$ cat config.mk
export PLATFORM = sky130hd
export DESIGN_NAME = vga_sync_flat
export DESIGN_NICKNAME = d
export VERILOG_FILES = /design/src/common/cam_pkg.sv /design/src/common/vga_timing_if.sv /design/src/display/vga_sync.sv /design/src/flat_wrapper.sv
export VERILOG_INCLUDE_DIRS = /design/src /design/src/common
export SDC_FILE = /design/constraint.sdc
export NUM_CORES = 1
export LEC_CHECK = 0
export BUFFER_PORTS_ARGS = -buffer_cell sky130_fd_sc_hd__buf_4
export CAP_MARGIN = 20
export CELL_PAD_IN_SITES_DETAIL_PLACEMENT = 1
export CELL_PAD_IN_SITES_GLOBAL_PLACEMENT = 2
export CORE_ASPECT_RATIO = 1.5
export CORE_MARGIN = 2
export CORE_UTILIZATION = 39
export CTS_BUF_LIST = sky130_fd_sc_hd__clkbuf_4 sky130_fd_sc_hd__clkbuf_8
export DETAILED_ROUTE_END_ITERATION = 7
export PLACE_DENSITY = 0.84
export SETUP_SLACK_MARGIN = 0.15
export SLEW_MARGIN = 20
export SYNTH_ARGS = -nofsm -noshare
export SYNTH_HDL_FRONTEND = slang
export SYNTH_SLANG_ARGS = --single-unit
export TNS_END_PERCENT = 1
$ cat constraint.sdc
create_clock -name clk -period 6.2 [get_ports clk]
set_input_delay 0.62 -clock clk [delete_from_list [all_inputs] [get_ports clk]]
set_output_delay 0.62 -clock clk [all_outputs]
set_load 0.05 [all_outputs]
$ cat src/common/cam_settings.svh
// ##########################################################################
// camera to display subsystem settings
// image size, display scale, reduced raster timing, colour swap
// ##########################################################################
`ifndef CAM_SETTINGS_SVH
`define CAM_SETTINGS_SVH

`define IMG_COLS     80                         // captured image width
`define IMG_ROWS     60                         // captured image height
`define IMG_PXLS     (`IMG_COLS * `IMG_ROWS)    // 4800 pixels
`define NB_IMG_ADDR  13                         // 2^13 covers 4800
`define IMG_SCALE    2                          // display upscale

// horizontal timing, in clocks
`define H_VIS   160
`define H_FP    4
`define H_SYNC  8
`define H_BP    4
// vertical timing, in lines
`define V_VIS   120
`define V_FP    2
`define V_SYNC  2
`define V_BP    2

`define SWAP_R_B 0   // 1: red and blue nibbles swapped on capture

`endif

$ cat src/common/cam_pkg.sv
// ##########################################################################
// camera to display shared types
// pixel word, buffer address and raster counters
// ##########################################################################
`include "cam_settings.svh"

package cam_pkg;

  // rgb444 pixel as held in the frame buffer
  typedef struct packed {
    logic [3:0] red;
    logic [3:0] green;
    logic [3:0] blue;
  } pixel_t;

  // frame buffer address, one entry per pixel
  typedef logic [`NB_IMG_ADDR-1:0] img_addr_t;

  // raster position counters
  // 10 bits leaves room for larger modes than the reduced one
  typedef logic [9:0] col_t;
  typedef logic [9:0] row_t;

endpackage

$ cat src/common/vga_timing_if.sv
// ##########################################################################
// raster timing bundle
// position and sync levels from the sync generator to the display
// ##########################################################################
`timescale 1ns/1ps

interface vga_timing_if;

  logic          visible;  // inside active area
  logic          hsync;    // active low
  logic          vsync;    // active low
  cam_pkg::col_t col;
  cam_pkg::row_t row;

  // sync generator side
  modport src (
    output visible, hsync, vsync, col, row
  );

  // display side
  modport snk (
    input visible, hsync, vsync, col, row
  );

endinterface

$ cat src/display/vga_sync.sv
// ##########################################################################
// raster sync generator
// pixel and line counters with active low syncs and visible flag
// ##########################################################################
`timescale 1ns/1ps
`include "cam_settings.svh"

module vga_sync (
  input  logic         clk,
  input  logic         arst_n,
  vga_timing_if.src    tim
);

  localparam cam_pkg::col_t h_vis   = cam_pkg::col_t'(`H_VIS);
  localparam cam_pkg::col_t h_sync0 = cam_pkg::col_t'(`H_VIS + `H_FP);  // first sync clk
  localparam cam_pkg::col_t h_sync1 = cam_pkg::col_t'(`H_VIS + `H_FP + `H_SYNC);
  localparam cam_pkg::col_t h_last  =
    cam_pkg::col_t'(`H_VIS + `H_FP + `H_SYNC + `H_BP - 1);
  localparam cam_pkg::row_t v_vis   = cam_pkg::row_t'(`V_VIS);
  localparam cam_pkg::row_t v_sync0 = cam_pkg::row_t'(`V_VIS + `V_FP);
  localparam cam_pkg::row_t v_sync1 = cam_pkg::row_t'(`V_VIS + `V_FP + `V_SYNC);
  localparam cam_pkg::row_t v_last  =
    cam_pkg::row_t'(`V_VIS + `V_FP + `V_SYNC + `V_BP - 1);

  cam_pkg::col_t col_q, col_nxt;
  cam_pkg::row_t row_q, row_nxt;
  logic          hs_q, vs_q, vis_q;

  // next position, decoded flags use it so they line up with the counters
  always_comb begin
    col_nxt = col_q + 1'b1;
    row_nxt = row_q;
    if (col_q == h_last) begin
      col_nxt = '0;
      row_nxt = (row_q == v_last) ? '0 : row_q + 1'b1;
    end
  end

  // reset parks the raster on its very last clk, first visible pixel follows
  always_ff @(posedge clk or negedge arst_n) begin
    if (!arst_n) begin
      col_q <= h_last;
      row_q <= v_last;
      hs_q  <= 1'b1;
      vs_q  <= 1'b1;
      vis_q <= 1'b0;
    end else begin
      col_q <= col_nxt;
      row_q <= row_nxt;
      hs_q  <= !((col_nxt >= h_sync0) && (col_nxt < h_sync1));
      vs_q  <= !((row_nxt >= v_sync0) && (row_nxt < v_sync1));
      vis_q <= (col_nxt < h_vis) && (row_nxt < v_vis);
    end
  end

  assign tim.col     = col_q;
  assign tim.row     = row_q;
  assign tim.hsync   = hs_q;
  assign tim.vsync   = vs_q;
  assign tim.visible = vis_q;

  a_col_range : assert property (@(posedge clk) disable iff (!arst_n)
    tim.col <= h_last)
    else $error("raster column beyond line total");

endmodule

$ cat src/flat_wrapper.sv
// flat-port wrapper written by rule: the top's interface ports become plain ports
module vga_sync_flat 
  (clk, arst_n, tim_visible, tim_hsync, tim_vsync, tim_col, tim_row);
  vga_timing_if tim_i ();
  input  logic clk;
  input  logic arst_n;
  output wire logic [$bits(tim_i.visible)-1:0] tim_visible;
  output wire logic [$bits(tim_i.hsync)-1:0] tim_hsync;
  output wire logic [$bits(tim_i.vsync)-1:0] tim_vsync;
  output wire logic [$bits(tim_i.col)-1:0] tim_col;
  output wire logic [$bits(tim_i.row)-1:0] tim_row;
  assign tim_visible = tim_i.visible;
  assign tim_hsync = tim_i.hsync;
  assign tim_vsync = tim_i.vsync;
  assign tim_col = tim_i.col;
  assign tim_row = tim_i.row;
  vga_sync u_core (.clk(clk), .arst_n(arst_n), .tim(tim_i));
endmodule
== Yosys cells after proc, flatten, opt, wreduce, memory -nomap -nowiden ==
Cells that the tools add are included.

* $add $sub $neg: 2
* Magnitude comparators: 6
* Equality and inequality tests: 2
* Mux-type cells: 3
* Reduce and logical (&&, ||, !) cells: 5

{| class="wikitable"
|+ Operators with widths
! operator !! count
|-
| $mux 10 || 3
|-
| $add 10x1->10 const B || 2
|-
| $lt 10x7->1 const B || 2
|-
| $lt 10x8->1 const B || 2
|-
| $eq 10x7->1 const B || 1
|-
| $eq 10x8->1 const B || 1
|-
| $ge 10x7->1 const B || 1
|-
| $ge 10x8->1 const B || 1
|-
| $logic_and 1x1->1 || 3
|-
| $logic_not 1->1 || 2
|}

* Register bits: 23
* Input bits: 2
* Output and inout port bits: 23
* Logic and storage cells: 23

== Longest topological paths before layout ==
* Depth after elaboration: 6
* Depth in mapped cells: 10
* Mapped depth without buffers: 7

== Worst setup path before layout ==
No wires, ideal clock.

* Kind: register to register
* From: register u_core.col_q[0], in the netlist u_core.tim.col[0]
* To: register u_core.vs_q, in the netlist u_core.tim.vsync
* Setup time: 102 ps
* Data arrival time: 2,172 ps
* Slack: 3,926 ps
* Stages on the path, launching flop included: 10
* Cell sequence: dfstp_2 > ha_1 > buf_6 > and3_4 > buf_6 > and3_4 > buf_6 > nand3b_4 > a2111oi_4 > o2111ai_1

* Cells in the longest elaborated chain, start to end: 5

{| class="wikitable"
|+ RTL lines
! what !! RTL line !! RTL
|-
| start, declared || vga_sync.sv:25 || <nowiki>cam_pkg::col_t col_q, col_nxt;</nowiki>
|-
| start signal, assigned || vga_sync.sv:42 || <nowiki>col_q <= h_last;</nowiki>
|-
| start signal, assigned || vga_sync.sv:48 || <nowiki>col_q <= col_nxt;</nowiki>
|-
| $eq 10x8->1 (*) || vga_sync.sv:33 || <nowiki>if (col_q == h_last) begin</nowiki>
|-
| $mux 10 (*) || vga_sync.sv:33 ||
|-
| $ge 10x7->1 or $lt 10x7->1 (tied branches) || vga_sync.sv:51 || <nowiki>vs_q <= !((row_nxt >= v_sync0) && (row_nxt < v_sync1));</nowiki>
|-
| $logic_and 1x1->1 (*) || vga_sync.sv:51 ||
|-
| $logic_not 1->1 (*) || vga_sync.sv:51 ||
|-
| end signal, assigned || vga_sync.sv:51 ||
|-
| end, declared || vga_sync.sv:27 || <nowiki>logic hs_q, vs_q, vis_q;</nowiki>
|}

Mark *: on every way between the ends. The rest lies on a longest branch, timed or not.

== Final worst setup path ==
Same ends and word-level chain as after synthesis.

==> results.toml <==
[run_status]
status = "finished clean"

[final_layout]
area_delta_synth_final_pct = 16.1
final_common_cell = "buf_4"
layout.cells.non_filler = 202
postLayoutCellArea_sq_mm = 0.00162
final_cell_mix = "buf_4 (24), o21ai_0 (15), dfstp_2 (14)"
layout-drive-gt1-share_pct = 33.8
fin_nets = 167
diodes = 0
fillers = 409

[setup_path]
r2r_setup_slack_ps = 3920
required_ps = 6370
setup.worst_path.end_class = "flip-flop"
r2r_start = "u_core.tim.col[0]"
reg2reg_depth = 6
startpoint_type = "flip-flop"
endpoint = "u_core.tim.vsync"
startpoint = "u_core.tim.col[0]"
cp_max_fo = 15
r2r_end = "u_core.tim.vsync"
arrival_ps = 2460
worstSetupPathType = "reg2reg"

[clock_tree]
clock_path_buffers = 2
cts_buffers = 3
post_cts_buffers = 0
clockRootBuffer = "clkbuf_8"
worstSkewPairLatency_ps = 270
path_clk_slew_ps = 80
cts_sinks = 23
cts_tree = "yes"
cts_resized = 0
h-tree-depth = 1
cts_hold_buf = 0

[pwr]
power_uw = 253
p_leak_nw = 0.700
ir_drop_mv = 0.117
power_density_mw_per_mm2 = 156

[floorplan]
fp.dieW_um = 52.8
fp-row-count = 26
ios = 25
start_util_pct = 40.8
dieHeight_um = 77.3
core-area_sq_mm = 0.00342
die_area_sq_mm = 0.00408

[sta]
timing.fmax_mhz = 438
max_slew.worst_pin.slew_ps = 570
rsz0062_at_grt = "no"
fin_crit_sh_pct = 36.8
setup_tns_ps = 0
setup_viol = 0
maxSlewViolCount = 0
relSlewSlack_pct = 61.7
fin_crit_ps = 2280
hold_viol = 0
finalClockSkew_ps = 3.39
setup_ws_ps = 3920

[placement]
place.gp.congestion = 0.803
io_buffers = 24
hpwl_mm = 2.67
preCtsSetupSlack_ps = 3930
placed_area_sq_mm = 0.00157
dp.cells = 198

[hold_path]
hold_path.class = "in2async"

[yosys]
avgSynthCellArea_sq_um = 10.1
synth_ff_type = "dfstp_2"
synth_area_sq_mm = 0.00140
synth_warnings = 0
seq_area_frac_synth_pct = 42.5
synthDominantCellAreaShare_pct = 26.4
ys_async_sr_fraction_pct = 100
synth_area_leader_cell = "dfstp_2"
yosys-top-cells-area = "dfstp_2 (26%), dfrtp_1 (16%), o21ai_0 (5.4%)"
ys_seq_elements = 23
syn-num-nets = 144
synth_edf_count = 0
synth_cells = 138
synth.distinct_cells = 45

[global_routing]
first_global_vias = 1202
grt_usage_pct = 18.8
grt_max_degree = 24
grt_pass1_wl_mm = 5.73
antenna_found_initial = 0
gr-total-overflow = 0

[drt]
drtPass1Iterations = 4
wirelength_mm = 3.49
wl_per_cell_um = 17.3
drtAntennaViolNets = 0
drcViolationCount = 0
via_per_inst = 5.77
initialDrtViolationCount = 22
num_vias = 1165

[run]
max_cap_viol_count = 0
==> cell type report <==
class,count,area [sq um],share of cell area [%]
clock buffer,4,48.8,3.01
inverter,3,11.3,0.696
multi-input combinational,106,733,45.3
sequential,23,593,36.6
tap,42,52.6,3.25
timing repair buffer,24,180,11.1
==> stage by stage <==
stage / hold slack (ps) / utilization, %
floorplan: 324 / -
global route: 241 / 47.4
finish: 233 / 47.4
detailed placement: 535 / 46.0
global placement: 517 / 46.0
CTS: 253 / 47.4
==> how the worst min path moves through the flow <==
stage               slack, ps  depth (start not counted)            endpoint
finish                    230                          1  u_core.tim.visible
global placement          520                          2   u_core.tim.row[6]
floorplan                 320                          0   u_core.tim.col[4]
global route              240                          1   u_core.tim.row[8]
CTS                       250                          1  u_core.tim.visible
detailed placement        540                          1  u_core.tim.visible
==> metal layers <==
metal | wire length [um] | track usage [%] | share of wire [%]
met5 | 0 | 0 | 0
met4 | 59 | 7.69 | 1.7
met3 | 107 | 1.95 | 3.1
met2 | 1970 | 34.4 | 56
met1 | 1350 | 20.9 | 39
==> cell usage after synthesis (2+ instances only) <==
cell type,count
or2_2,3
nor4b_1,2
nand2b_1,3
or3_2,2
nand3_1,7
xnor2_1,2
buf_6,4
o21ai_0,15
a21oi_1,4
nor2_1,6
nand4_1,8
and3_4,2
nand2_1,13
nor4_1,2
and3_1,4
xor2_1,5
dfrtp_1,9
dfstp_2,14
ha_1,4
and4_1,2
inv_1,3
==> logic make-up (layout without fill, tap and decap cells) <==
logic type / after synthesis / count (layout) / share of synthesized area (%)
flip-flops: 23 / 23 / 42.5
XOR/XNOR: 7 / 7 / 4.39
AND/OR/NAND/NOR: 64 / 64 / 29.5
adder cells (fa/ha/maj): 4 / 4 / 3.59
AO/OA/AOI/OAI: 31 / 31 / 15.1
buffers and inverters: 9 / 31 / 4.93
==> state kept, by name (all words and copies together), names as in the netlist <==
register	flops
u_core.tim.hsync	1
u_core.tim.visible	1
u_core.tim.col	10
u_core.tim.row	10
u_core.tim.vsync	1
==> power breakdown <==
group | leakage [nW] | total (mW) | internal (mW) | switching, mW
combinational | 0.413 | 0.00332 | 0.000430 | 0.00289
clock | 0.0262 | 0.0991 | 0.0503 | 0.0488
sequential | 0.261 | 0.150 | 0.150 | 0
==> worst max-delay path, stage by stage (launching register included) <==
cell       delay [ps]
dfstp_2           600
ha_1              350
and3_4            270
and3_4            310
nand3b_4          110
a2111oi_4         390
o2111ai_1         160
(Power assumes the default switching activity.)
