### src/common/cam_settings.svh
// ##########################################################################
// camera to display subsystem settings
// image size, display scale, reduced raster timing, colour swap
// ##########################################################################
`ifndef CAM_SETTINGS_SVH
`define CAM_SETTINGS_SVH

`define IMG_COLS     80                         // captured image width
`define IMG_ROWS     60                         // captured image height
`define IMG_PXLS     (`IMG_COLS * `IMG_ROWS)    // 4800 pixels
`define NB_IMG_ADDR  13                         // 2^13 covers 4800
`define IMG_SCALE    2                          // display upscale

// horizontal timing, in clocks
`define H_VIS   160
`define H_FP    4
`define H_SYNC  8
`define H_BP    4
// vertical timing, in lines
`define V_VIS   120
`define V_FP    2
`define V_SYNC  2
`define V_BP    2

`define SWAP_R_B 0   // 1: red and blue nibbles swapped on capture

`endif

### src/common/cam_pkg.sv
// ##########################################################################
// camera to display shared types
// pixel word, buffer address and raster counters
// ##########################################################################
`include "cam_settings.svh"

package cam_pkg;

  // rgb444 pixel as held in the frame buffer
  typedef struct packed {
    logic [3:0] red;
    logic [3:0] green;
    logic [3:0] blue;
  } pixel_t;

  // frame buffer address, one entry per pixel
  typedef logic [`NB_IMG_ADDR-1:0] img_addr_t;

  // raster position counters
  // 10 bits leaves room for larger modes than the reduced one
  typedef logic [9:0] col_t;
  typedef logic [9:0] row_t;

endpackage

### src/common/vga_timing_if.sv
// ##########################################################################
// raster timing bundle
// position and sync levels from the sync generator to the display
// ##########################################################################
`timescale 1ns/1ps

interface vga_timing_if;

  logic          visible;  // inside active area
  logic          hsync;    // active low
  logic          vsync;    // active low
  cam_pkg::col_t col;
  cam_pkg::row_t row;

  // sync generator side
  modport src (
    output visible, hsync, vsync, col, row
  );

  // display side
  modport snk (
    input visible, hsync, vsync, col, row
  );

endinterface

### src/display/vga_display.sv
// ##########################################################################
// raster display
// buffer address from raster position with 2x upscale, sync delayed to
// match the memory read, colour bar test pattern on test_mode
// ##########################################################################
`timescale 1ns/1ps
`include "cam_settings.svh"

module vga_display (
  input  logic               clk,
  input  logic               arst_n,
  input  logic               test_mode,
  vga_timing_if.snk          tim,
  output cam_pkg::img_addr_t rd_addr,
  input  cam_pkg::pixel_t    rd_data,
  output logic [3:0]         vga_red,
  output logic [3:0]         vga_green,
  output logic [3:0]         vga_blue,
  output logic               hsync,
  output logic               vsync,
  output logic               de
);

  localparam int bar_w = `H_VIS / 8;  // eight bars across the line

  cam_pkg::col_t      img_col;   // raster col scaled down to image col
  cam_pkg::row_t      img_row;
  cam_pkg::img_addr_t addr_nxt;
  logic [2:0]         bar_nxt, bar1, bar2;  // bar index, bits select r/g/b
  logic               hs1, vs1, vis1;       // stage 1: address register
  logic               hs2, vs2, de2;        // stage 2: memory read

  always_comb begin
    img_col  = cam_pkg::col_t'(tim.col / `IMG_SCALE);
    img_row  = cam_pkg::row_t'(tim.row / `IMG_SCALE);
    addr_nxt = '0;  // stay in range during blanking
    if (tim.visible)
      addr_nxt = cam_pkg::img_addr_t'(img_row) * cam_pkg::img_addr_t'(`IMG_COLS)
               + cam_pkg::img_addr_t'(img_col);
    bar_nxt  = 3'(tim.col / bar_w);
  end

  always_ff @(posedge clk or negedge arst_n) begin
    if (!arst_n) begin
      hs1  <= 1'b1;
      vs1  <= 1'b1;
      vis1 <= 1'b0;
      hs2  <= 1'b1;
      vs2  <= 1'b1;
      de2  <= 1'b0;
    end else begin
      hs1  <= tim.hsync;
      vs1  <= tim.vsync;
      vis1 <= tim.visible;
      hs2  <= hs1;
      vs2  <= vs1;
      de2  <= vis1;
    end
  end

  always_ff @(posedge clk) begin
    rd_addr <= addr_nxt;
    bar1    <= bar_nxt;
    bar2    <= bar1;  // same delay as rd_data
  end

  assign hsync = hs2;
  assign vsync = vs2;
  assign de    = de2;

  // black outside the active area
  always_comb begin
    vga_red   = '0;
    vga_green = '0;
    vga_blue  = '0;
    if (de2) begin
      if (test_mode) begin
        vga_red   = {4{bar2[2]}};
        vga_green = {4{bar2[1]}};
        vga_blue  = {4{bar2[0]}};
      end else begin
        vga_red   = rd_data.red;
        vga_green = rd_data.green;
        vga_blue  = rd_data.blue;
      end
    end
  end

  a_de_no_sync : assert property (@(posedge clk) disable iff (!arst_n)
    de |-> (hsync && vsync))
    else $error("display enable high during sync pulse");

endmodule

### src/flat_wrapper.sv
// flat-port wrapper written by rule: the top's interface ports become plain ports
module vga_display_flat 
  (clk, arst_n, test_mode, rd_addr, rd_data, vga_red, vga_green, vga_blue, hsync, vsync, de, tim_visible, tim_hsync, tim_vsync, tim_col, tim_row);
  vga_timing_if tim_i ();
  input  logic clk;
  input  logic arst_n;
  input  logic test_mode;
  output cam_pkg::img_addr_t rd_addr;
  input  cam_pkg::pixel_t rd_data;
  output logic [3:0] vga_red;
  output logic [3:0] vga_green;
  output logic [3:0] vga_blue;
  output logic hsync;
  output logic vsync;
  output logic de;
  input wire logic [$bits(tim_i.visible)-1:0] tim_visible;
  input wire logic [$bits(tim_i.hsync)-1:0] tim_hsync;
  input wire logic [$bits(tim_i.vsync)-1:0] tim_vsync;
  input wire logic [$bits(tim_i.col)-1:0] tim_col;
  input wire logic [$bits(tim_i.row)-1:0] tim_row;
  assign tim_i.visible = tim_visible;
  assign tim_i.hsync = tim_hsync;
  assign tim_i.vsync = tim_vsync;
  assign tim_i.col = tim_col;
  assign tim_i.row = tim_row;
  vga_display u_core (.clk(clk), .arst_n(arst_n), .test_mode(test_mode), .tim(tim_i), .rd_addr(rd_addr), .rd_data(rd_data), .vga_red(vga_red), .vga_green(vga_green), .vga_blue(vga_blue), .hsync(hsync), .vsync(vsync), .de(de));
endmodule
### config.mk
export PLATFORM = sky130hd
export DESIGN_NAME = vga_display_flat
export DESIGN_NICKNAME = d
export VERILOG_FILES = /design/src/common/cam_pkg.sv /design/src/common/vga_timing_if.sv /design/src/display/vga_display.sv /design/src/flat_wrapper.sv
export VERILOG_INCLUDE_DIRS = /design/src /design/src/common
export SDC_FILE = /design/constraint.sdc
export NUM_CORES = 1
export LEC_CHECK = 0
export ABC_CLOCK_PERIOD_IN_PS = 2500
export BUFFER_PORTS_ARGS = -buffer_cell sky130_fd_sc_hd__buf_2
export CAP_MARGIN = 30
export CORE_UTILIZATION = 56
export DETAILED_ROUTE_END_ITERATION = 8
export HOLD_SLACK_MARGIN = 0.06
export PLACE_DENSITY_LB_ADDON = 0.2
export SYNTH_ARGS = -nofsm -noshare
export SYNTH_HDL_FRONTEND = slang
export SYNTH_SLANG_ARGS = --single-unit
### constraint.sdc
create_clock -name clk -period 2.5 [get_ports clk]
set_clock_uncertainty 0.1 [all_clocks]
set_input_delay 0.125 -clock clk [delete_from_list [all_inputs] [get_ports clk]]
set_output_delay 0.125 -clock clk [all_outputs]
set_load 0.05 [all_outputs]
* Yosys cells after proc, flatten, opt, wreduce, memory -nomap -nowiden
Index checks and enable logic that the tools add are counted.
** Operators by class
- Divide/modulo/power cells :: 1
- Muxes and demuxes :: 6
- Multipliers :: 1
- Add/sub/neg operators :: 1
** Operators with widths (count)
- divider 10 x 5 -> 32 bit, second input constant :: 1
- 2-to-1 mux 4 bit :: 6
- adder 13 x 9 -> 13 bit :: 1
- multiplier 9 x 3 -> 9 bit, second input constant :: 1
** Word-level totals
- Register bits after elaboration :: 25
- Output and inout bits :: 28
- Bits of input ports :: 38
- Logic and storage cells :: 18

* Logic depth before layout (Yosys ltp)
- Word-level depth :: 2
- Gate-level depth with buffers :: 13
- Mapped depth without buffers :: 12

* Worst setup path before layout
OpenSTA, ideal clock, no wires.
- Kind :: in2reg
- Start :: in tim_col[8]
- End :: reg u_core.bar1[0]
- Path buffers :: 1
- Cell stages on the path :: 12
- Setup slack :: -0.612 ns
- Arrival time :: 2.892 ns
- Library setup time :: 0.120 ns
- Cells stage by stage :: or2_1 ha_1 and4b_1 a211o_1 nor2_1 a31oi_1 and2_1 buf_4 xnor2_1 a31o_2 or4_1 a211o_1
** On the way
- Longest elaborated chain between the ends :: 1
** RTL lines
- start, declared :: RTL line flat_wrapper.sv:19 : input wire logic [$bits(tim_i.col)-1:0] tim_col;
- divider 10 x 5 -> 32 bit :: RTL line vga_display.sv:40 : bar_nxt = 3'(tim.col / bar_w);
- net u_core.bar_nxt[0] :: RTL line vga_display.sv:29 : logic [2:0] bar_nxt, bar1, bar2;
- end signal, assigned :: RTL line vga_display.sv:63 : bar1 <= bar_nxt;
- end, declared :: RTL line vga_display.sv:29
The timed path passes the listed nets, and every way through them passes these cells.
A chain may end at the register's enable or synchronous reset.

* Worst setup path in the final report
Same ends and word-level chain as after synthesis.

==> results.tsv <==
stage	metric	value	unit
power_and_ir_drop	Peak VDD IR	0.266	mV
sta	worst hold slack	0.103	ns
layout	# diodes	0	
synth	Seq cells post-synth	25	
global_route	grt peak-use layer	met2	
sta	worst slew pin tran	0.538	ns
sta	Slew headroom	63.2	%
global_route	Total GRT Usage	28.8	%
critical_path	Crit Path Category	in2reg	
sta	min Tclk post-route	2.91	ns
die	floorplan row count	21	
worst_hold_path	Hold Path Class	in2async	
synth	ys flop type	dfxtp_1	
global_route	pin count of the biggest net entering global routing	16	
layout	fin cells	380	
power_and_ir_drop	clock network fraction of design power	15.2	%
critical_path	critical path endpoint category	flop	
layout	Final Cell Area	2880	um^2
routing	Detailed Route Iter0 Violations	104	
synth	Post-Syn Nets	300	
synth	Synth Area per Inst	8.67	um^2
sta	# setup viols final	1	
clocking	clk buf depth	2	
placed_design	Port-buffer cells	63	
global_route	total global routing overflow	0	
power_and_ir_drop	Sw Ratio	41.6	%
global_route	M1 GR Usage	35.5	%
synth	synth unique cells	67	
power_and_ir_drop	net switching power	644	uW
routing	Routed wire per std cell	14.5	um
synth	Post-synth EDFFs	0	
power_and_ir_drop	pwr dens	538	nW/um^2
global_route	met3 Track Usage GR	2.72	%
layout	Final nets	392	
synth	part of the Yosys area used for sequential elements	25.4	%
sta	final period utilization	117	%
placed_design	Placed Area	2670	um^2
sta	Final Max Slew Viols	0	
routing	via count	2113	
clocking	CTS root buffer	clkbuf_8	
clocking	CTS tree	built	
placed_design	HPWL after DPL	3960	um
global_route	vias in the first global route	2005	
routing	Post-Route WL	5520	um
power_and_ir_drop	Comb power frac	54.2	%
routing	First-pass DRT Iterations	4	
sta	max frequency	343	MHz
layout	Layout Utilization	83.0	%
power_and_ir_drop	power consumption	1550	uW
layout	Area growth, synth to finish	36.7	%
die	die area	4010	um^2
flow_run	max-cap violations	0	
routing	Final ANT Viol Nets	0	
outcome	violated checks	setup timing	
power_and_ir_drop	leak pwr	0.00140	uW
placed_design	GP Congestion	0.861	
sta	Hold Vio Cnt, Final	0	
layout	commonest non-fill, non-tap cell in the layout	buf_2	
routing	DRC Markers	0	
global_route	first-pass GRT wire length	9210	um
clocking	H-tree depth	1	
routing	DR vias/cell	5.56	
critical_path	CP Max Fanout	5	
power_and_ir_drop	share of power burned in registers	30.6	%
clocking	CTS buffer count	3	
critical_path	crit start category	input port	
synth	Synth Cell Area	2110	um^2
synth	Post-Synthesis Cells	243	
synth	Yosys warning count	0	
synth	FFs w/ async S/R, synth	24.0	%
die	I/O pins	66	
global_route	initial antenna violation count	0	
die	initial core utilization	60.7	%
die	chip height	63.3	um
outcome	outcome	finished with violations	
die	die width	63.3	um
critical_path	crit path DAT	2.98	ns
clocking	clk sinks	25	
layout	share of cells above drive strength 1	38.0	%
critical_path	worst path required time	2.57	ns
sta	RSZ-0062 raised after global routing	yes	
placed_design	placed instance count	367	
sta	final worst setup slack	-0.413	ns
clocking	clk_lat worst skew	0.27	ns
layout	highest-count cells in the layout ignoring fill and taps	61 x buf_2, 29 x buf_4, 19 x dfxtp_1, 17 x nand2b_1, 16 x ha_1	
die	Core Area	3470	um^2
global_route	met2 Use GR	53.5	%
critical_path	Worst Setup SP	tim_col[8]	
power_and_ir_drop	cell-internal power	904	uW
clocking	CTS clk-pin slew, worst paths	0.08	ns
critical_path	Worst R2R Start	u_core.hs1	
worst max-delay path, stage by stage:
cell and delay (ns):
buf_6 0.09, or2_4 0.25, ha_4 0.28, nand3b_1 0.17, a211oi_4 0.10, a211oi_4 0.42, mux2i_4 0.14, maj3_2 0.34
a221oi_4 0.27, a31oi_1 0.07, or4_1 0.47, a211o_1 0.23
worst paths after layout:
path                                     endpoint  slack, ns  depth (start not counted)
worst max-delay path               u_core.bar1[0]      -0.41                         12
worst min-delay path                  u_core.vis1       0.10                          2
worst max register to register       u_core.hsync       1.82                          0
worst min register to register     u_core.bar2[0]       0.23                          0
max in group asynchronous            u_core.hsync       1.98                          2
min in group clk                u_core.rd_addr[2]       0.11                          2
repair_timing:
item,in CTS,in global routing
endpoints found under the setup margin,2,2
pin swaps,12,4
hold endpoints to repair,11,0
resized for setup,8,6
buffers inserted,4,0
hold buffers,6,0
final cells by class:
cell class	instances	area, um^2
timing repair buffer	100	628
clock buffer	4	45.0
multi-input combinational	191	1560
fill	219	589
tap	46	57.6
inverter	14	52.6
sequential	25	536
through the flow:
stage	setup TNS [ns]	worst slack, ns
2_1_floorplan	-0.461	-0.461
3_3_place_gp	-0.972	-0.623
3_5_place_dp	-1.11	-0.705
4_1_cts	-0.408	-0.408
5_1_grt	-0.635	-0.523
6_report	-0.413	-0.413
Yosys cell counts (all sizes together) (3+ instances only):
library cell	number	area share, %
a21boi	12	4.3
mux2i	3	1.6
nand2	13	2.3
a221oi	3	1.5
o21ai	10	2.4
a211o	4	1.7
nor2b	5	1.5
a21oi	6	1.6
xor2	5	2.1
clkbuf	8	1.4
dfstp	4	5.0
a21o	7	2.5
and2	15	4.5
a211oi	3	1.9
buf	5	1.7
a31o	3	1.2
nor3	6	1.7
ha	17	10
xnor2	8	3.3
inv	14	2.5
dfxtp	19	18
a31oi	4	1.2
nand2b	17	5.1
nor2	9	1.6
layer usage:
metal | wire length [um] | part of all wire, %
met1 | 2430 | 44
met2 | 2780 | 50
met3 | 245 | 4.4
met4 | 62 | 1.1
met5 | 0 | 0
logic make-up (layout without fill, tap and decap cells):
group | after synthesis | count (layout) | synth area share (%)
flip-flops | 25 | 25 | 25.4
AND/OR/NAND/NOR | 85 | 85 | 23.3
multiplexers | 3 | 3 | 1.60
buffers and inverters | 27 | 118 | 5.64
XOR/XNOR | 13 | 13 | 5.41
AO/OA/AOI/OAI | 69 | 69 | 25.6
adder cells (fa/ha/maj) | 21 | 21 | 13.0
flip-flops by register name, summed over array words and instances, names as in the netlist:
signal          flops
u_core.bar1         3
u_core.bar2         3
u_core.vsync        1
u_core.de           1
u_core.vis1         1
u_core.rd_addr     13
u_core.vs1          1
u_core.hs1          1
u_core.hsync        1
power by group through the flow:
stage	combinational (uW)	clock, uW	sequential [uW]
global route	905	250	478
detailed placement	775	0	480
finish	839	236	473
CTS	809	235	471
floorplan	442	0	604
global placement	755	0	479
Note: power is estimated with default switching activity, not from simulation.
