**src/common/cam_settings.svh**
```systemverilog
// ##########################################################################
// camera to display subsystem settings
// image size, display scale, reduced raster timing, colour swap
// ##########################################################################
`ifndef CAM_SETTINGS_SVH
`define CAM_SETTINGS_SVH

`define IMG_COLS     80                         // captured image width
`define IMG_ROWS     60                         // captured image height
`define IMG_PXLS     (`IMG_COLS * `IMG_ROWS)    // 4800 pixels
`define NB_IMG_ADDR  13                         // 2^13 covers 4800
`define IMG_SCALE    2                          // display upscale

// horizontal timing, in clocks
`define H_VIS   160
`define H_FP    4
`define H_SYNC  8
`define H_BP    4
// vertical timing, in lines
`define V_VIS   120
`define V_FP    2
`define V_SYNC  2
`define V_BP    2

`define SWAP_R_B 0   // 1: red and blue nibbles swapped on capture

`endif

```
**src/common/cam_pkg.sv**
```systemverilog
// ##########################################################################
// camera to display shared types
// pixel word, buffer address and raster counters
// ##########################################################################
`include "cam_settings.svh"

package cam_pkg;

  // rgb444 pixel as held in the frame buffer
  typedef struct packed {
    logic [3:0] red;
    logic [3:0] green;
    logic [3:0] blue;
  } pixel_t;

  // frame buffer address, one entry per pixel
  typedef logic [`NB_IMG_ADDR-1:0] img_addr_t;

  // raster position counters
  // 10 bits leaves room for larger modes than the reduced one
  typedef logic [9:0] col_t;
  typedef logic [9:0] row_t;

endpackage

```
**src/capture/ov7670_capture.sv**
```systemverilog
// ##########################################################################
// ov7670 pixel bus capture
// syncs the camera bus, builds rgb444 pixels from byte pairs,
// writes them to the frame buffer and counts finished frames
// ##########################################################################
`timescale 1ns/1ps
`include "cam_settings.svh"

module ov7670_capture (
  input  logic               clk,
  input  logic               arst_n,
  input  logic               pclk,
  input  logic               href,
  input  logic               vsync,
  input  logic [7:0]         data,
  output logic               wr_en,
  output cam_pkg::img_addr_t wr_addr,
  output cam_pkg::pixel_t    wr_data,
  output logic [7:0]         frame_cnt
);

  localparam cam_pkg::img_addr_t pxls = cam_pkg::img_addr_t'(`IMG_PXLS);
  localparam bit swap_rb = (`SWAP_R_B != 0);

  logic [1:0] pclk_sync, href_sync, vsync_sync;  // two flop chains, [1] is safe
  logic [7:0] data_s1, data_s2;
  logic       pclk_q, vsync_q;                   // edge detect stage
  logic       pclk_rise, vsync_rise;
  logic       byte_ph;      // 0: first byte (red), 1: second byte (green/blue)
  logic [3:0] red_nib;      // red held from first byte
  logic       written;      // a pixel went in since last vsync

  assign pclk_rise  = pclk_sync[1] & ~pclk_q;
  assign vsync_rise = vsync_sync[1] & ~vsync_q;

  always_ff @(posedge clk or negedge arst_n) begin
    if (!arst_n) begin
      pclk_sync  <= '0;
      href_sync  <= '0;
      vsync_sync <= '0;
      pclk_q     <= 1'b0;
      vsync_q    <= 1'b0;
    end else begin
      pclk_sync  <= {pclk_sync[0], pclk};
      href_sync  <= {href_sync[0], href};
      vsync_sync <= {vsync_sync[0], vsync};
      pclk_q     <= pclk_sync[1];
      vsync_q    <= vsync_sync[1];
    end
  end

  // data is stable around pclk rise, same two stages as pclk
  always_ff @(posedge clk) begin
    data_s1 <= data;
    data_s2 <= data_s1;
  end

  always_ff @(posedge clk or negedge arst_n) begin
    if (!arst_n) begin
      byte_ph   <= 1'b0;
      wr_en     <= 1'b0;
      wr_addr   <= '0;
      written   <= 1'b0;
      frame_cnt <= '0;
    end else begin
      wr_en <= 1'b0;  // single cycle pulse
      if (vsync_sync[1]) begin
        byte_ph <= 1'b0;
        wr_addr <= '0;
        if (vsync_rise) begin
          if (written)
            frame_cnt <= frame_cnt + 8'd1;  // empty frames don't count
          written <= 1'b0;
        end
      end else begin
        if (wr_en)
          wr_addr <= wr_addr + 1'b1;  // after the write, next pixel
        if (!href_sync[1]) begin
          byte_ph <= 1'b0;  // realign at each line start
        end else if (pclk_rise) begin
          byte_ph <= ~byte_ph;
          if (byte_ph && (wr_addr < pxls)) begin  // overflow pixels dropped
            wr_en   <= 1'b1;
            written <= 1'b1;
          end
        end
      end
    end
  end

  // pixel assembly
  always_ff @(posedge clk) begin
    if (pclk_rise && href_sync[1]) begin
      if (!byte_ph) begin
        red_nib <= data_s2[3:0];
      end else begin
        wr_data.red   <= swap_rb ? data_s2[3:0] : red_nib;
        wr_data.green <= data_s2[7:4];
        wr_data.blue  <= swap_rb ? red_nib : data_s2[3:0];
      end
    end
  end

  a_wr_in_range : assert property (@(posedge clk) disable iff (!arst_n)
    wr_en |-> (wr_addr < pxls))
    else $error("capture write past end of frame buffer");

  a_wr_single : assert property (@(posedge clk) disable iff (!arst_n)
    wr_en |=> !wr_en)
    else $error("capture write pulse longer than one cycle");

endmodule

```
**config.mk**
```make
export PLATFORM = sky130hd
export DESIGN_NAME = ov7670_capture
export DESIGN_NICKNAME = d
export VERILOG_FILES = /design/src/common/cam_pkg.sv /design/src/capture/ov7670_capture.sv
export VERILOG_INCLUDE_DIRS = /design/src /design/src/common
export SDC_FILE = /design/constraint.sdc
export NUM_CORES = 1
export LEC_CHECK = 0
export BUFFER_PORTS_ARGS = -buffer_cell sky130_fd_sc_hd__buf_2
export CORE_ASPECT_RATIO = 1.4
export CORE_MARGIN = 10
export CORE_UTILIZATION = 40
export CTS_BUF_LIST = sky130_fd_sc_hd__clkbuf_16
export CTS_CLUSTER_DIAMETER = 100
export DETAILED_ROUTE_END_ITERATION = 10
export PLACE_DENSITY = 0.69
export SLEW_MARGIN = 0
export SYNTH_ARGS = -nofsm -noshare
export SYNTH_HDL_FRONTEND = slang
export SYNTH_SLANG_ARGS = --single-unit
export TNS_END_PERCENT = 20
```
**constraint.sdc**
```tcl
create_clock -name clk -period 1.5 [get_ports clk]
set_input_delay 0.375 -clock clk [delete_from_list [all_inputs] [get_ports clk]]
set_output_delay 0.375 -clock clk [all_outputs]
set_load 0.01 [all_outputs]
```
Word-level counts from Yosys, hierarchy flattened. Index checks and enable logic that the tools add are counted.

ROM bits: 0. Latch bits: 0. Input port bits: 13. Word-level logic and storage cells: 50. Memories: 0. Output and inout bits: 34. Bits in writable memories: 0. Flip-flop bits (word level): 64.

Magnitude comparators: 1. Shifts and indexed selects: 0. Multiplexer cells: 14. Equal/unequal tests: 2. Reduce and logical (&&, ||, !) cells: 10. Multiply operators: 0. $add $sub $neg: 2. Bitwise operators: 5. Div/mod/pow operators: 0.

Operators with widths (number): $mux W13 (2); $add A13 B1 Y13 const B (1); $lt A13 B13 Y1 const B (1); $mux W1 (12); $add A8 B1 Y8 const B (1); $reduce_bool A2 Y1 (4); $reduce_and A2 Y1 (2); $reduce_and A4 Y1 (1); $ne A3 B1 Y1 const B (1); $not A1 Y1 (3); $reduce_and A3 Y1 (1); $and A1 B1 Y1 (2); $logic_and A1 B1 Y1 (2); $ne A2 B1 Y1 const B (1).

Depth between registers and ports, before layout. Gate-level depths: netlist of run 1.

Depth in word-level cells: 6. Mapped depth: 5. Depth with buffers taken out: 4.

Least setup slack after synthesis of run 1. Ideal clock, no wire load.

Path kind: register to register. From: register wr_addr[0]. To: register wr_addr[12]. Period minus slack after synthesis: 1.535 ns. Required time: 1.375 ns. Slack: -0.035 ns. Stages on the path, launching flop included: 5. Buffers on the path: 0. Setup time: 0.125 ns. Data arrival time: 1.410 ns. Cell sequence: dfrtp_1 -> ha_1 -> nand3_1 -> nor4_1 -> mux2_2.

Cells in the longest elaborated chain, start to end: 3.

RTL lines: from (decl) (RTL line ov7670_capture.sv:17) `output cam_pkg::img_addr_t wr_addr,`; from (signal assigned) (RTL line ov7670_capture.sv:77) `wr_addr <= wr_addr + 1'b1;`; $add A13 B1 Y13 (RTL line ov7670_capture.sv:77); $mux W13 (RTL line ov7670_capture.sv:76) `if (wr_en)`; $mux W13 (RTL line ov7670_capture.sv:67) `if (vsync_sync[1]) begin`.

No other way between the ends. The select of a mux whose other input is x is not followed. A chain may end at the register's enable or synchronous reset.

Final worst setup path of run 1.
From: register wr_addr[6]. To: register wr_addr[11].

Same word-level chain as after synthesis.

==> run summary, run 1 <==
The run finished with clean final reports. The synthesized area per cell came out at 14.2 sq um. The root buffer cell chosen for the clock tree is clkbuf_16.

The worst setup path is launched from a register. The data arrival time at the worst-slack endpoint came out at 1.62 ns. In this run the tool buffered the top-level ports with 46 buffer cells. The setup skew after layout came out at 0.00320 ns. After detailed routing, no signal wire sits above met4.

In the finished design, the share of the clock period the worst path needs comes to 94.6%. The final net count is 239. The number of antenna violations at the first check in global routing is 0.

At the end of routability-driven placement, the weighted congestion stood at 0.829. The dominant cell by count in the synthesized netlist is dfrtp_1. For this run, the leading register cell type out of synthesis is dfrtp_1. The total grt overflow is 0. Clock-pin slew was measured on the worst setup and hold paths at 0.05 ns. The wire length on met2 is 1970 um.

The floorplan step defined a core boundary enclosing 0.00524 sq mm. The die width is 82.4 um. Of all cell types, the one taking the most synthesized area is dfrtp_1.

Sorting the synthesized cells by area gives the leading types as dfrtp_1 (37%), edfxtp_1 (22%), dfxtp_1 (15%). Power comes to 4.06 mW. The total DRC errors in the routed layout is 0. The synthesized net count came out at 169.

The cell count after synthesis is 154. The commonest cells after synthesis are dfrtp_1 (32), dfxtp_1 (16), edfxtp_1 (16). The total clock sinks came out at 64. The number of buffers created by CTS is 9.

The fraction of the yosys area taken by sequential cells came out at 73.4%. The maximum number of pins on one net before global-route repair is 23. The shortest clock period the worst path allows after layout came out at 1.42 ns. The wire length on met3 came out at 419 um. The global router's overall resource usage is 10.1%. The worst slew margin relative to its limit came out at 66.6%. TritonCTS built the clock tree. VDD sags by at most 0.788 mV. The wire length of the first global-routing pass is 6860 um. The final hold violation count is 0. The warning count from the yosys run is 0.

The final setup violation count is 0. The number of enable-type register cells in the synthesized netlist is 16. Along the worst path, the maximum fanout reaches 4.

Setup repair after global routing could not meet its margin everywhere. After detailed routing, the average wire length per cell comes to 14.1 um. The power per standard cell area is 1380 mW/mm^2.

By startpoint and endpoint, the worst setup path is classified as register to register. The layout cell share with drive strength beyond 1 came out at 38.4%. The post-placement cell count is 276. Across all setup checks in the final design, the least slack found is 0.0815 ns.

The via count came out at 1,426. The effective utilization at floorplan came out at 41.6%. The pre-antenna-repair detailed-routing pass consisted of 4 iterations. The worst setup path is captured at a register. The post-synthesis to final-layout area growth is 35.0%. The overall die height is 107 um. The via count of the first global-routing pass came out at 1,539. The path class of the tightest hold or removal check is input pin to register. The async set-or-reset flop fraction in the synthesized netlist came out at 50.0%. 47 I/O pins were placed. The length of routed wiring on met1 came out at 1740 um.

The number of maximum-capacitance violations came out at 0. The iteration-0 DRC count of the detailed router is 31. The synthesized design contains 64 register bits. The share of synthesized area in the top cell type comes to 36.7%. The pre-CTS setup slack came out at 0.0120 ns.

The count of inserted antenna diode cells is 0. The endpoint required time on the critical path is 1.70 ns. The number of pins with negative max-slew slack in the final report came out at 0. The transition time at the pin with the least slew margin is 0.499 ns. The number of nets with antenna violations after routing is 0. The largest buffer count on any clock path is 2. The source-to-sink clock delay at the later pin of the worst-skew pair came out at 0.32 ns. Timing would allow up to 705 MHz.

After synthesis, the netlist uses 31 different library cells. Once layout is complete, the cells apart from fillers number 295. The total wire length came out at 4160 um. The detailed placer's ending HPWL came out at 3020 um.

The row count is 31. Dividing the detail-routed via count by the number of cells gives 4.83. The H-tree was split into 3 levels.

Summed over all cells, the static leakage comes to 1.33 nW. The mapped netlist covers 0.00218 sq mm. The floorplan die area came out at 0.00885 sq mm.
==> layout make-up <==
cell class              count  area, sq um
well taps                  66         82.6
flip-flops and latches     64         1600
inverters                   4         15.0
clock buffers               9          225
multi-input cells          82          571
clock inverters             7         86.3
repair buffers             63          360
fillers                   449         2290
==> sequential cells by signal, indices dropped and copies added, names as in the netlist, 2 cells and up <==
register and cells:
frame_cnt 8, red_nib 4, data_s2 8, data_s1 8, wr_addr 13, vsync_sync 2
pclk_sync 2, wr_data 12, href_sync 2
==> per-layer routing <==
layer	up-vias	global-route usage, %
met5	-	0
met4	0	4.15
met3	5	6.10
met2	47	15.7
met1	676	10.8
li1	698	-
==> final timing paths <==
| check | slack (ns) | from | depth (start not counted) | endpoint |
|---|---|---|---|---|
| max | 0.08 | wr_addr[6]$_DFFE_PN0P_ | 3 | wr_addr[11]$_DFFE_PN0P_ |
| min | 0.16 | data[6] | 1 | data_s1[6]$_DFF_P_ |
| max reg2reg | 0.08 | wr_addr[6]$_DFFE_PN0P_ | 3 | wr_addr[11]$_DFFE_PN0P_ |
| min reg2reg | 0.32 | data_s1[0]$_DFF_P_ | 0 | data_s2[0]$_DFF_P_ |
| max in group asynchronous | 0.53 | arst_n | 3 | frame_cnt[0]$_DFFE_PN0P_ |
| min in group asynchronous | 0.49 | arst_n | 2 | wr_addr[0]$_DFFE_PN0P_ |
==> placed cells by master, fill, tap and decap left out, types with 6 or more instances in the layout <==
cell type,instances
nor2_1,10
clkbuf_16,9
buf_2,46
buf_4,16
xnor2_1,6
xor2_1,6
nand4_1,7
dfxtp_1,16
nand2_1,9
dfrtp_1,30
edfxtp_1,16
a21oi_1,6
==> power by group <==
part,total [mW],switching (mW),internal (mW)
Clock,2.12,0.683,1.44
Sequential,1.86,0.0247,1.83
Combinational,0.0854,0.0488,0.0366
==> what timing repair did <==
| item | in CTS | in global routing |
|---|---|---|
| pin swaps | 0 | 3 |
| setup buffers | 0 | 2 |
| endpoints found under the setup margin | 1 | 6 |
| hold buffers | 1 | 0 |
| resized for setup | 0 | 7 |
| endpoints found under the hold margin | 13 | 0 |
==> logic make-up after synthesis <==
logic type,share of synthesized area (%)
flops,73.4
simple gates,11.8
compound gates,5.22
xor+xnor,4.82
buf+inv,2.07
mux,1.49
fa+ha+maj,1.15
==> critical path, stage by stage, from the launching register on <==
cell     delay (ns)
dfrtp_1        0.36
nand4_1        0.24
nor4_2         0.35
mux2_2         0.36
==> through the flow <==
| stage | hold WS [ns] | TNS [ns] | area (sq um) | util, % |
|---|---|---|---|---|
| floorplan | 0.0794 | 0 | 2180 | - |
| global placement | 0.287 | 0 | 2570 | 49.1 |
| detailed placement | 0.290 | 0 | 2570 | 49.1 |
| CTS | 0.145 | -0.00155 | 2890 | 55.2 |
| global route | 0.144 | -0.00928 | 2940 | 56.2 |
| finish | 0.157 | 0 | 2940 | 56.2 |
No activity file was read; power rests on OpenSTA's default activity.
==> run 2, diff against run 1 <==
- CORE_MARGIN: 10 -> 8
- CORE_UTILIZATION: 40 -> 47
- PLACE_DENSITY: 0.69 -> 0.78
==> run summary, run 2 (synthesis results as in run 1) <==
The die width is 73.6 um (-11%). The iteration-0 DRC count of the detailed router came out at 45 (+45%). The total grt overflow came out at 0 (unchanged). In the layout the commonest cells are buf_2 (46), dfrtp_1 (28), dfxtp_1 (16), edfxtp_1 (16), nor2_1 (10). The detail-routed via count per cell came out at 5.01 (+3.6%). TritonCTS built the clock tree.

The shortest clock period the worst path allows after layout came to 1.46 ns (+0.0442 ns). The startpoint identified for the worst hold timing path is data[0]. The critical path goes through o211ai_2, or4_1, a21oi_1. The source-to-sink clock delay at the later pin of the worst-skew pair was 0.32 ns (about the same). The total wire length came out at 3950 um (-5.0%). The transition time at the pin with the least slew margin came out at 0.525 ns (+0.0258 ns). The clock power share is 47.6% (-4.6 points). The number of nets with antenna violations after routing is 0 (unchanged). The routed wirelength normalized by instance count is 13.8 um (-2.1%). The largest buffer count on any clock path came to 2 (unchanged). The total power is 3.71 mW (-8.6%). The internal power is 2.97 mW (-10%).

The reg-to-reg setup timing slack came out at 0.04 ns (-0.04 ns). STA classifies the critical path endpoint as a register. The maximum net fanout on the critical path is 12 (+8). In this run the critical register-to-register path is captured at wr_addr[9]$_DFFE_PN0P_. The smallest setup slack after layout is 0.0373 ns (-0.0442 ns).

The via count of the first global-routing pass was 1,456 (-5.4%). The worst slew margin relative to its limit was 64.9% (-1.7 points). The quantity of I/O buffers inserted on ports was 46 (unchanged). The number of antenna violations at the first check in global routing came out at 0 (unchanged). The pre-CTS setup slack came out at 0.00472 ns (-0.00729 ns). The maximum number of pins on one net before global-route repair is 23 (unchanged).

The power per standard cell area is 1300 mW/mm^2 (-6.0%). The worst hold slack after final layout came out at 0.156 ns (-0.000946 ns). The number of buffers created by CTS is 9 (unchanged). The final setup violation count came out at 0 (unchanged). The total clock sinks came out at 64 (unchanged). The worst setup path is launched from a register. The maximum level of the CTS H-tree is 3 (unchanged).

The total DRC errors in the routed layout came out at 0 (unchanged). The post-route clock period utilization came out at 97.5% (+2.9 points). Ranked by flip-flop count, first place goes to wr_addr. The post-CTS setup buffer count is 0 (unchanged).

CTS placed an instance of clkbuf_16 at the clock tree root. The final net count is 234 (-2.1%). The cell leakage power came to 1.29 nW (-3.5%). The largest stage delay on the critical path came to 0.57 ns (+0.21 ns). The logic gate share of total power came to 2.4% (+0.3 points). The detailed placer's ending HPWL was 2850 um (-5.6%). The post-route cell area came out at 0.00286 sq mm (-2.7%).

The highest-delay cell along the critical path is or4_1. The maximum frequency from static timing analysis was 684 MHz (-3.0%). The largest registers in the layout are wr_addr: 13 flops, wr_data: 12 flops.

The data arrival time at the worst-slack endpoint is 1.70 ns (+0.08 ns). The effective utilization at floorplan is 48.5% (+6.8 points). The I/O pin total came out at 47 (unchanged). The count of inserted antenna diode cells came out at 0 (unchanged). The wire length of the first global-routing pass is 6350 um (-7.4%). The switching fraction of total power came out at 20.1% (+1.4 points). The launch instance of the worst register-to-register path is vsync_sync[1]$_DFF_PN0_.

The number of flip-flops in the largest register is 13 (unchanged). The depth of the most critical reg-to-reg path came out at 3 (unchanged). The area after detailed placement came out at 0.00255 sq mm (-0.58%). Setup repair after global routing could not meet its margin everywhere. The most common cell after layout, fill and taps aside is buf_2. The flow ran to the end, and the final reports show no timing, DRC or antenna violations. The area of the core is 0.00450 sq mm (-14%). The number of pins with negative max-slew slack in the final report is 0 (unchanged). The switching power total came out at 0.745 mW (-1.5%).

The number of maximum-capacitance violations is 0 (unchanged). The worst hold path terminates at data_s1[0]$_DFF_P_. The setup skew after layout is 0.00250 ns (-0.000700 ns). The floorplan die area came to 0.00711 sq mm (-20%).

The part of the total power dissipated in sequential elements came out at 50.0% (+4.3 points). The setup TNS after final layout came out at 0 ns (unchanged). The via count came to 1,432 (+0.42%).

The global router's overall resource usage is 11.7% (+1.6 points). The final hold violation count is 0 (unchanged). The overall die height came out at 96.6 um (-10%).

The detailed-routing iteration count for the pre-antenna-repair pass came out at 4 (unchanged). The number of stages on the worst hold path came to 1 (unchanged). The global placer's final weighted congestion is 0.778 (-6.2%). The clock transition at the register clock pins on the worst setup and hold paths after CTS came out at 0.05 ns (about the same). The type of the tightest min-delay check is input pin to register. The endpoint required time on the critical path came out at 1.74 ns (+0.04 ns). The setup path with the least slack is of type register to register. Compared with the post-synthesis result, the final layout area differs by 31.3%. The layout cell share with drive strength beyond 1 came out at 37.1% (-1.4 points). The row count is 29 (-6.5%). The worst voltage drop across the vdd grid came out at 0.784 mV (-0.61%).
-- run 2: cell types whose count changed in the layout (fill, tap and decap cells not counted), moves of 2 or more --
cell | previous run | this run
buf_4 | 16 | 9
bufinv_16 | 2 | 0
clkinv_2 | 3 | 1
dfrtp_1 | 30 | 28
dfrtp_2 | 2 | 4
-- run 2: area by class of cell --
class | instances | area (sq um)
clock buffer | 9 | 225
clock inverter | 7 | 40.0
fill | 367 | 1640
inverter | 4 | 15.0
multi-input combinational | 82 | 561
sequential | 64 | 1610
tap | 62 | 77.6
timing repair buffer | 58 | 339
-- run 2: worst max path at each step --
stage | depth (start not counted) | startpoint | slack, ns | endpoint
2_1_floorplan | 5 | wr_en$_DFF_PN0_ | 0.008 | wr_addr[12]$_DFFE_PN0P_
3_3_place_gp | 4 | wr_addr[0]$_DFFE_PN0P_ | 0.07 | wr_addr[12]$_DFFE_PN0P_
3_5_place_dp | 4 | wr_addr[1]$_DFFE_PN0P_ | 0.005 | wr_addr[12]$_DFFE_PN0P_
4_1_cts | 4 | vsync_sync[1]$_DFF_PN0_ | 0.02 | frame_cnt[7]$_DFFE_PN0P_
5_1_grt | 3 | vsync_sync[1]$_DFF_PN0_ | -0.01 | wr_addr[9]$_DFFE_PN0P_
6_report | 3 | vsync_sync[1]$_DFF_PN0_ | 0.04 | wr_addr[9]$_DFFE_PN0P_
-- run 2: stage by stage --
| stage | util, % | cells |
|---|---|---|
| 4_1_cts | 63.2 | 286 |
| 3_5_place_dp | 56.8 | 269 |
| 3_3_place_gp | 56.8 | 269 |
| 5_1_grt | 63.7 | 286 |
| 6_report | 63.7 | 286 |
| 2_1_floorplan | - | 154 |
-- run 2: per-layer routing --
layer / GRT usage (%) / part of all wire [%]
met3: 5.79 / 8.1
met4: 6.18 / 1.8
met2: 18.4 / 48
met5: 0 / 0
met1: 12.4 / 42
-- run 2: repair_timing --
action / in CTS / in global routing
resized for setup: 2 / 7
endpoints found under the hold margin: 14 / 0
setup endpoints to repair: 1 / 6
hold buffers: 1 / 0
pin swaps: 0 / 3
-- run 2: worst max-delay path: cells and delay by family (launching register included) --
kind            cells  cell delay [ns]
simple gates        1             0.57
compound gates      2             0.43
flops               1             0.38
-- run 2: power by group through the flow --
stage | clock network [mW] | logic, mW | registers [mW]
3_5_place_dp | 0 | 0.0893 | 1.89
2_1_floorplan | 0 | 0.0262 | 1.89
3_3_place_gp | 0 | 0.0868 | 1.89
5_1_grt | 1.89 | 0.100 | 1.86
6_report | 1.77 | 0.0895 | 1.86
4_1_cts | 1.81 | 0.0919 | 1.86
